### config.mk
export PLATFORM = sky130hd
export DESIGN_NAME = sched_axil_master
export DESIGN_NICKNAME = d
export VERILOG_FILES = /design/src/source/gfx_pkg.sv /design/src/source/sched_axil_master.sv
export SDC_FILE = /design/constraint.sdc
export NUM_CORES = 1
export LEC_CHECK = 0
export BUFFER_PORTS_ARGS = -buffer_cell sky130_fd_sc_hd__buf_2
export CORE_AREA = 2 2 95 97
export DETAILED_ROUTE_END_ITERATION = 10
export DIE_AREA = 0 0 97 99
export GPL_TIMING_DRIVEN = 0
export PLACE_DENSITY_LB_ADDON = 0.25
export SYNTH_ARGS = -nofsm -noshare
export SYNTH_HDL_FRONTEND = slang
export SYNTH_SLANG_ARGS = --single-unit
### constraint.sdc
create_clock -name clk -period 5.1 [get_ports clk]
set_clock_uncertainty 0.15 [all_clocks]
set_input_delay 1.02 -clock clk [delete_from_list [all_inputs] [get_ports clk]]
set_output_delay 1.02 -clock clk [all_outputs]
set_load 0.01 [all_outputs]
### src/source/gfx_pkg.sv
`default_nettype none

package gfx;

	// *******************************************************************
	// Data path word and its byte lanes.
	// *******************************************************************

	typedef logic [31:0] word;

	localparam int BYTES_PER_WORD = $bits(word) / 8;
	localparam int SUBWORD_BITS = $clog2(BYTES_PER_WORD); // Byte offset inside a word.

	// One bit per byte lane.
	typedef logic [BYTES_PER_WORD - 1:0] word_strb;

	// *******************************************************************
	// Scheduler memory map.
	// *******************************************************************

	// Scratchpad depth in words, window starts at address zero.
	localparam int SCHED_BRAM_WORDS_DEFAULT = 1024;

endpackage

`default_nettype wire

### src/source/sched_axil_master.sv
`default_nettype none

module sched_axil_master (
	input  wire logic          clk,
	input  wire logic          rst_n,

	// Core side, one request at a time.
	input  wire logic          req_valid,
	input  wire gfx::word      req_addr,
	input  wire gfx::word      req_wdata,
	input  wire gfx::word_strb req_wstrb,
	output logic               req_ready,
	output gfx::word           req_rdata,

	// AXI-lite side.
	output logic               awvalid,
	input  wire logic          awready,
	output gfx::word           awaddr,

	output logic               wvalid,
	input  wire logic          wready,
	output gfx::word           wdata,
	output gfx::word_strb      wstrb,

	input  wire logic          bvalid,
	output logic               bready,

	output logic               arvalid,
	input  wire logic          arready,
	output gfx::word           araddr,

	input  wire logic          rvalid,
	output logic               rready,
	input  wire gfx::word      rdata
);

	typedef enum logic [2:0] {
		ST_IDLE,
		ST_WRITE_ADDR_DATA,
		ST_WRITE_RESP,
		ST_READ_ADDR,
		ST_READ_DATA,
		ST_DONE
	} axil_state;

	axil_state state;
	logic aw_done, w_done;

	assign aw_done = ~awvalid | awready; // AW handshake finished by this edge.
	assign w_done = ~wvalid | wready;

	// Core holds these until req_ready.
	assign awaddr = req_addr;
	assign araddr = req_addr;
	assign wdata = req_wdata;
	assign wstrb = req_wstrb;

	assign bready = 1'b1;
	assign rready = 1'b1;
	assign req_ready = state == ST_DONE;

	always_ff @(posedge clk or negedge rst_n) begin
		if (~rst_n) begin
			state <= ST_IDLE;
			awvalid <= 1'b0;
			wvalid <= 1'b0;
			arvalid <= 1'b0;
		end else begin
			case (state)
				ST_IDLE: begin
					if (req_valid && |req_wstrb) begin
						awvalid <= 1'b1;
						wvalid <= 1'b1;
						state <= ST_WRITE_ADDR_DATA;
					end else if (req_valid) begin
						arvalid <= 1'b1;
						state <= ST_READ_ADDR;
					end
				end

				ST_WRITE_ADDR_DATA: begin
					if (awready)
						awvalid <= 1'b0;
					if (wready)
						wvalid <= 1'b0;
					if (aw_done && w_done)
						state <= ST_WRITE_RESP;
				end

				ST_WRITE_RESP:
					if (bvalid)
						state <= ST_DONE;

				ST_READ_ADDR:
					if (arready) begin
						arvalid <= 1'b0;
						state <= ST_READ_DATA;
					end

				ST_READ_DATA:
					if (rvalid)
						state <= ST_DONE;

				default: state <= ST_IDLE; // Done lasts one cycle.
			endcase
		end
	end

	always_ff @(posedge clk)
		if (state == ST_READ_DATA && rvalid)
			req_rdata <= rdata;

endmodule

`default_nettype wire

==> results.sh <==
export IMPL_htree_levels=2
export IMPL_gp_congestion=0.768
export IMPL_synth_edf_count=32
export IMPL_rr_endpoint="req_rdata[30]$_DFFE_PP_"
export IMPL_cts_sinks=38
export IMPL_finalMaxSlewViolations=0
export IMPL_drv_cap=0
export IMPL_multi_input_area_um2=208
export IMPL_synth_cells=175
export IMPL_ff_latch_area_um2=1110
export IMPL_crit_required_ns=3.93
export IMPL_rrSetupSlack_ns=2.91
export IMPL_crit_arrival_ns=1.38
export IMPL_grt_antenna_before_repair=0
export IMPL_post_cts_buffers=0
export IMPL_die_area_um2=9600
export IMPL_drive_gt1_share_pct=80.3
export IMPL_ctsResizeCount=0
export IMPL_gr_total_overflow=0
export IMPL_rr_startpoint="state[0]$_DFFE_PN0P_"
export IMPL_timing_fmax_mhz=392
export IMPL_fin_nets=472
export IMPL_ant_nets=0
export IMPL_async_flop_share_pct=15.8
export IMPL_yosysWarnings=0
export IMPL_cts_tree="built"
export IMPL_crit_start="req_wstrb[3]"
export IMPL_hold_violations=0
export IMPL_cts_buffer_depth=2
export IMPL_cts_root_buf="clkbuf_8"
export IMPL_post_route_drc_count=0
export IMPL_fin_tns_setup_ns=0
export IMPL_portBuffers=179
export IMPL_io_pins=246
export IMPL_ys_top_cells_by_area="edfxtp_1 (46%), buf_4 (37%), dfrtp_1 (7.1%)"
export IMPL_grt_setup_unrepaired="false"
export IMPL_crit_end="wstrb[3]"
export IMPL_grt_pass1_wl_um=8060
export IMPL_drt_vias_per_instance=3.78
export IMPL_synth_top_cell_by_area="edfxtp_1"
export IMPL_min_period_ns=2.55
export IMPL_grt_usage_pct=10.4
export IMPL_clock_latency_ns=0.27
export IMPL_setup_violations=0
export IMPL_yosysSeqAreaShare_pct=52.8
export IMPL_cp_max_fo=3
export IMPL_grt_max_degree=14
export IMPL_synth_top_area_share_pct=45.6
export IMPL_post_synth_cell_area_avg_um2=12.0
export IMPL_cts_made_buffers=5
export IMPL_initial_core_util_pct=24.6
export IMPL_drtIter0Drc=45
export IMPL_num_rows=34
export IMPL_fin_ws_ns=2.55
export IMPL_max_slew_margin_pct=54.5
export IMPL_endpoint_kind="output pin"
export IMPL_grt_pass1_vias=1734
export IMPL_core_um2=8550
export IMPL_route_detailed_wl_per_inst_um=11.5
export IMPL_dp_slack_ns=2.49
export IMPL_tightestPinTransition_ns=0.680
export IMPL_synth_flop_cell="edfxtp_1"
export IMPL_nFillCells=866
export IMPL_diodes=0
export IMPL_reg2regPathDepth=5
export IMPL_vias=1788
export IMPL_cts_hold_buffers=0
export IMPL_drt_pass1_iter_count=4
export IMPL_vdd_ir_drop_max_mv=0.0775
export IMPL_crit_type="input port to output pin"
export IMPL_cp_start_kind="input port"
export IMPL_hold_ws_ns=0.405
export IMPL_cts_clk_slew_worst_paths_ns=0.06
export IMPL_synth_cell_types=23
export IMPL_status="complete, no violations"
export IMPL_p_leak_nw=1.70
export IMPL_dp_hpwl_um=4790
export IMPL_die_w_um=97
export IMPL_synthesis_area_um2=2110
export IMPL_drt_wl_total_um=5420
export IMPL_power_density_nw_per_um2=277
export IMPL_hold_path_class="input port to asynchronous set/reset pin"
export IMPL_post_route_period_util_pct=50.1
export IMPL_area_growth_pct=54.4
export IMPL_yosys_register_bits=38
export IMPL_die_h_um=99
[metrics by stage]
step	utilization [%]	power (mW)	instances	instance area (um2)
finish	38.0	0.899	473	3250
global route	38.0	0.957	473	3250
CTS	38.0	0.913	473	3250
detailed placement	37.1	0.722	465	3170
global placement	36.7	0.715	463	3140
floorplan	-	0.605	176	2110
[report_power, final]
group	internal, mW	switching [mW]	total (mW)
logic	0.158	0.141	0.300
clock network	0.0950	0.0927	0.188
registers	0.384	0.0282	0.412
[sequential cells by signal (all words and copies together) (netlist names)]
name       count
req_rdata     32
arvalid        1
awvalid        1
wvalid         1
state          3
[area by class of cell]
| cell class | count | share of cell area (%) |
|---|---|---|
| flip-flops and latches | 38 | 34.2 |
| repair buffers | 181 | 28.4 |
| plain buffers | 104 | 24.1 |
| multi-input cells | 31 | 6.39 |
| well taps | 108 | 4.16 |
| clock buffers | 7 | 2.35 |
| inverters | 3 | 0.346 |
| clock inverters | 1 | 0.115 |
[how the worst min path moves through the flow]
stage	from	end	slack, ns	depth (start not counted)
finish	rst_n	state[0]$_DFFE_PN0P_	0.40	1
global route	rst_n	state[0]$_DFFE_PN0P_	0.39	1
CTS	rst_n	state[0]$_DFFE_PN0P_	0.40	1
floorplan	state[0]$_DFFE_PN0P_	arvalid$_DFFE_PN0P_	0.36	1
detailed placement	arvalid$_DFFE_PN0P_	arvalid$_DFFE_PN0P_	0.40	2
global placement	arvalid$_DFFE_PN0P_	arvalid$_DFFE_PN0P_	0.41	2
[layer usage]
layer	share of wire [%]	global-route usage (%)
met5	0	0
met1	36	12.1
met4	1.2	3.58
met2	51	17.8
met3	12	3.62
[kinds of logic after synthesis]
| family | count (synthesis) | synth area share, % |
|---|---|---|
| buf+inv | 107 | 37.8 |
| compound gates | 16 | 4.99 |
| flops | 38 | 52.8 |
| simple gates | 11 | 3.27 |
| other cells | 1 | 0.178 |
| mux | 2 | 1.01 |
[synthesized netlist by cell type, types with 2 or more instances]
master / count
a221oi_1: 2
inv_1: 3
edfxtp_1: 32
nand2_1: 3
nand3b_1: 2
buf_4: 103
o31ai_1: 2
dfrtp_1: 6
nor3b_1: 2
a31oi_1: 3
a21oi_1: 4
o21ai_0: 2
[cells in the final DEF (no fill, tap or decap), drive strengths merged]
master and n:
o31a 1, edfxtp 32, nor3b 2, a21oi 4, dfrtp 6, nand3b 2
o21ai 2, mux2 1, or4 1, o31ai 2, mux2i 1, clkinv 1
conb 2, inv 3, a31oi 3, and3 1, clkbuf 7, nor2 1
nand2 3, buf 285, o2bb2ai 1, a221oi 2, nor4 1, o22ai 1
[critical path: stages]
cell and delay, ns:
buf_2 0.11, buf_4 0.12, buf_2 0.13
Power figures use the tool's default switching activity.
