$ cat src/source/gfx_pkg.sv
`default_nettype none

package gfx;

	// *******************************************************************
	// Data path word and its byte lanes.
	// *******************************************************************

	typedef logic [31:0] word;

	localparam int BYTES_PER_WORD = $bits(word) / 8;
	localparam int SUBWORD_BITS = $clog2(BYTES_PER_WORD); // Byte offset inside a word.

	// One bit per byte lane.
	typedef logic [BYTES_PER_WORD - 1:0] word_strb;

	// *******************************************************************
	// Scheduler memory map.
	// *******************************************************************

	// Scratchpad depth in words, window starts at address zero.
	localparam int SCHED_BRAM_WORDS_DEFAULT = 1024;

endpackage

`default_nettype wire

$ cat src/source/sched_mem_router.sv
`default_nettype none

module sched_mem_router #(
	parameter int SCRATCH_WORDS = gfx::SCHED_BRAM_WORDS_DEFAULT
) (
	input  wire logic                               clk,
	input  wire logic                               rst_n,

	// Core look-ahead, one cycle ahead of mem_valid.
	input  wire logic                               la_read,
	input  wire logic                               la_write,
	input  wire gfx::word                           la_addr,

	input  wire logic                               mem_valid,
	input  wire gfx::word                           mem_addr,
	input  wire gfx::word_strb                      mem_wstrb,
	output logic                                    mem_ready,
	output gfx::word                                mem_rdata,

	// Scratchpad.
	output logic [$clog2(SCRATCH_WORDS) - 1:0]      ram_addr,
	output logic                                    ram_we,
	input  wire gfx::word                           ram_rdata,

	// AXI-lite master.
	output logic                                    req_valid,
	input  wire logic                               req_ready,
	input  wire gfx::word                           req_rdata
);

	import gfx::*;

	localparam int INDEX_BITS = $clog2(SCRATCH_WORDS);

	logic in_window;
	logic ram_rd_sel, ram_wr_sel, ram_ready;
	logic axi_sel;

	// Everything above the window goes out on AXI.
	assign in_window = ~|la_addr[$bits(word) - 1:INDEX_BITS + SUBWORD_BITS];

	assign ram_addr = mem_addr[INDEX_BITS + SUBWORD_BITS - 1:SUBWORD_BITS];
	assign ram_we = ram_wr_sel & mem_valid & (|mem_wstrb);

	assign req_valid = mem_valid & axi_sel;

	assign mem_ready = ram_ready | (axi_sel & req_ready);
	assign mem_rdata = ram_ready ? ram_rdata : req_rdata;

	// *******************************************************************
	// Target tracking.
	// *******************************************************************

	always_ff @(posedge clk or negedge rst_n) begin
		if (~rst_n) begin
			ram_rd_sel <= 1'b0;
			ram_wr_sel <= 1'b0;
			ram_ready <= 1'b0;
			axi_sel <= 1'b0;
		end else begin
			ram_rd_sel <= la_read & in_window;
			ram_wr_sel <= la_write & in_window;
			ram_ready <= ram_rd_sel | (la_write & in_window); // Writes answer a cycle early.
			axi_sel <= ((la_read | la_write) & ~in_window) | (axi_sel & ~req_ready);
		end
	end

endmodule

`default_nettype wire

$ cat config.mk
export PLATFORM = sky130hd
export DESIGN_NAME = sched_mem_router
export DESIGN_NICKNAME = d
export VERILOG_FILES = /design/src/source/gfx_pkg.sv /design/src/source/sched_mem_router.sv
export SDC_FILE = /design/constraint.sdc
export NUM_CORES = 1
export LEC_CHECK = 0
export ABC_CLOCK_PERIOD_IN_PS = 2200
export BUFFER_PORTS_ARGS = -buffer_cell sky130_fd_sc_hd__buf_2
export CORE_AREA = 2 2 71 73
export CTS_CLUSTER_SIZE = 25
export DETAILED_ROUTE_END_ITERATION = 10
export DIE_AREA = 0 0 73 75
export PLACE_DENSITY_LB_ADDON = 0.08
export SKIP_CTS_REPAIR_TIMING = 1
export SLEW_MARGIN = 25
export SYNTH_ARGS = -nofsm -noshare
export SYNTH_HDL_FRONTEND = slang
export SYNTH_SLANG_ARGS = --single-unit
$ cat constraint.sdc
create_clock -name clk -period 2.2 [get_ports clk]
set_input_delay 0.11 -clock clk [delete_from_list [all_inputs] [get_ports clk]]
set_output_delay 0.11 -clock clk [all_outputs]
set_load 0.005 [all_outputs]
==> flow_summary.toml <==
[placement]
port_buffers = 128
post-dp-hpwl_um = 2550
placement.setup.worst_slack_ps = 692
placed_cells_incl_taps = 240
place.gp.congestion = 0.687

[sta]
hold_viol = 0
setup_ws_ps = 496
unrepaired_setup_endpoints_after_global_routing = "false"
final_max_slew_viol_count = 0
setup_viol = 0
timing.slew.headroom_pct = 65.5
max_freq_ghz = 0.587
whs_ps = 121
final.min_clock_period_ps = 1700
fin_setup_tns_ps = 0
tightest_slew_ps = 517
layout_worst_path_cycle_share_pct = 77.4
skew_final_ps = 0.0620

[job]
cap_violations = 0

[synthesis]
netlist.area_leader.share_pct = 51.3
synth-simple-area-share_pct = 15.3
synthMuxAreaShare_pct = 51.3
synth_enable_flop_cells = 0
post-synth-top-count-cell = "sky130_fd_sc_hd__mux2_2"
ys.warnings.count = 0
synth-compound-area-share_pct = 4.99
async_reset_ff_share_pct = 100
yosysSeqAreaShare_pct = 14.3
yosys.area_share.xor_xnor_pct = 0
synth.largest_area_cell = "sky130_fd_sc_hd__mux2_2"
main_combinational_cell_family_by_area_after_synthesis = "multiplexers"
ys_seq_elements = 4
postSynthNetCount = 209
syn-instance-count = 71
netlist_area_um2 = 702
synthesis.area_per_instance_um2 = 9.89
netlist_top_cells_count = "32 x sky130_fd_sc_hd__mux2_2, 10 x sky130_fd_sc_hd__buf_4, 5 x sky130_fd_sc_hd__nor4_2"
top_cells_by_area_synth = "sky130_fd_sc_hd__mux2_2 51%, sky130_fd_sc_hd__dfrtp_1 14%, sky130_fd_sc_hd__buf_4 11%, sky130_fd_sc_hd__nor4_2 8.9%, sky130_fd_sc_hd__buf_2 2.9%"
yosys.cell_types.count = 16
synthFlopType = "sky130_fd_sc_hd__dfrtp_1"
post_synth_fa_ha_maj_area_fraction_pct = 0

[die]
core.rowCount = 25
die_w_um = 73
floorplan.initialDensity_pct = 15.1
ioPinCount = 183
core_mm2 = 0.00466
floorplan.die_area_mm2 = 0.00548
die_h_um = 75

[worst_setup_path]
timing.critical_path.to_type = "primary output"
timing.critical_path.cells = "buf_12 > mux2_2 > buf_2"
worst_path_largest_cell_delay_ps = 650
critPathSlowestCell = "sky130_fd_sc_hd__dfrtp_1"
critical_path_class = "flip-flop to primary output"
critical_path_required_ps = 2090
timing.critical_path.from_type = "flip-flop"
r2r.worst_path.cells = 1
critical_path.max_fanout = 23
arrival_ps = 1590

[grt]
global_route.usage.met2_pct = 19.0
gr-usage-met3_pct = 3.21
wire_length_of_the_first_global_routing_pass_um = 3850
grt_max_degree = 24
grt.busiest_layer = "met2"
first_global_vias = 983
grt_antenna_before_repair = 0
grt_util_all_layers_pct = 8.85
global_route.overflow_total = 0
met1_layer_usage_reported_by_global_route_pct = 7.57

[detailed_routing]
vias = 1027
drc = 0
routedWlPerCell_um = 11.3
detailedRoute.firstIterationViolations = 9
firstDrtPassIters = 4
antenna_left = 0
drt_wl_total_um = 2750
avgViaCountPerCell = 4.21

[pwr]
power.leakage_uw = 0.000735
vdd_ir_drop_max_mv = 0.246
power_density_mw_per_mm2 = 276

[finish]
seq_area_um2 = 100
antenna-diode-count = 0
net_count_final = 330
stdcell_count = 244
num-fill-cells = 513
share_of_final_layout_standard_cells_stronger_than_drive_strength_1_pct = 88.9
area_delta_synth_final_pct = 97.5
multi_input_comb_area_um2 = 503

[clock_network]
cts.sink_count = 4
ctsRootBufferMaster = "sky130_fd_sc_hd__clkbuf_8"
worstSkewPairLatency_ps = 210
clock_tree.buffer_depth = 2
tritoncts = "built"
clk_pin_slew_ps = 30
cts_htree_levels = 1
cts_made_buffers = 3

[worst_hold_path]
timing.hold.worst_path_depth = 3
min_path_type = "input port to flip-flop"

[outcome]
run_status = "complete, no violations"
-- power by group --
| group | leakage (uW) | switching, uW | internal, uW |
|---|---|---|---|
| Combinational | 0.000662 | 52.0 | 105 |
| Clock | 0.0000216 | 34.2 | 116 |
| Sequential | 0.0000509 | 0.267 | 74.5 |
| Total | 0.000735 | 86.5 | 296 |
-- worst max-delay path: cells and delay by family, from the launching register on --
kind / cells / cell delay [ps]
flops: 1 / 650
buf+inv: 2 / 370
mux: 1 / 350
-- placed cells by master (no fill, tap or decap) --
cell type	n
sky130_fd_sc_hd__dlygate4sd3_1	1
sky130_fd_sc_hd__mux2_2	32
sky130_fd_sc_hd__a21oi_1	1
sky130_fd_sc_hd__nand4_1	1
sky130_fd_sc_hd__a31oi_1	1
sky130_fd_sc_hd__and2_1	1
sky130_fd_sc_hd__a211o_1	1
sky130_fd_sc_hd__nor4_2	5
sky130_fd_sc_hd__nor2_1	4
sky130_fd_sc_hd__nor4_1	1
sky130_fd_sc_hd__dfrtp_1	4
sky130_fd_sc_hd__a21o_1	1
sky130_fd_sc_hd__inv_1	1
sky130_fd_sc_hd__nand2_1	3
sky130_fd_sc_hd__buf_2	128
sky130_fd_sc_hd__o21bai_1	1
sky130_fd_sc_hd__buf_12	1
sky130_fd_sc_hd__clkbuf_8	3
-- path summary, 6_finish.rpt --
check	startpoint	endpoint	slack (ps)
max in group asynchronous	rst_n	ram_rd_sel$_DFF_PN0_	1850
hold reg to reg	ram_rd_sel$_DFF_PN0_	ram_ready$_DFF_PN0_	440
setup reg to reg	axi_sel$_DFF_PN0_	axi_sel$_DFF_PN0_	1440
min in group asynchronous	rst_n	axi_sel$_DFF_PN0_	230
hold / removal	la_read	ram_rd_sel$_DFF_PN0_	120
setup / recovery	ram_ready$_DFF_PN0_	mem_rdata[30]	500
-- metal layers --
layer	wire length [um]	vias to the layer above
met4	15	0
met1	833	447
met3	412	2
met5	0	-
li1	-	491
met2	1480	87
-- registers in the layout, summed over array words and instances (netlist names) --
name        flops
ram_rd_sel      1
ram_wr_sel      1
ram_ready       1
axi_sel         1
-- per-stage QoR --
step	util [%]	area, um2	total power (uW)
floorplan	-	702	132
global placement	28.6	1340	231
detailed placement	28.6	1340	234
CTS	29.5	1380	390
global route	29.7	1390	414
finish	29.7	1390	383
-- cell type report --
| cell class | instances | share of cell area [%] |
|---|---|---|
| Timing Repair Buffer | 130 | 48.4 |
| Inverter | 1 | 0.271 |
| Multi-Input combinational cell | 52 | 36.3 |
| Sequential cell | 4 | 7.22 |
| Clock buffer | 3 | 2.98 |
| Tap cell | 54 | 4.87 |
-- kinds of logic (layout without fill, tap and decap cells) --
family / count (synthesis) / after routing
multiplexers: 32 / 32
AND/OR/NAND/NOR: 15 / 15
buffers and inverters: 15 / 134
AO/OA/AOI/OAI: 5 / 5
flip-flops: 4 / 4
(Power assumes the default switching activity.)
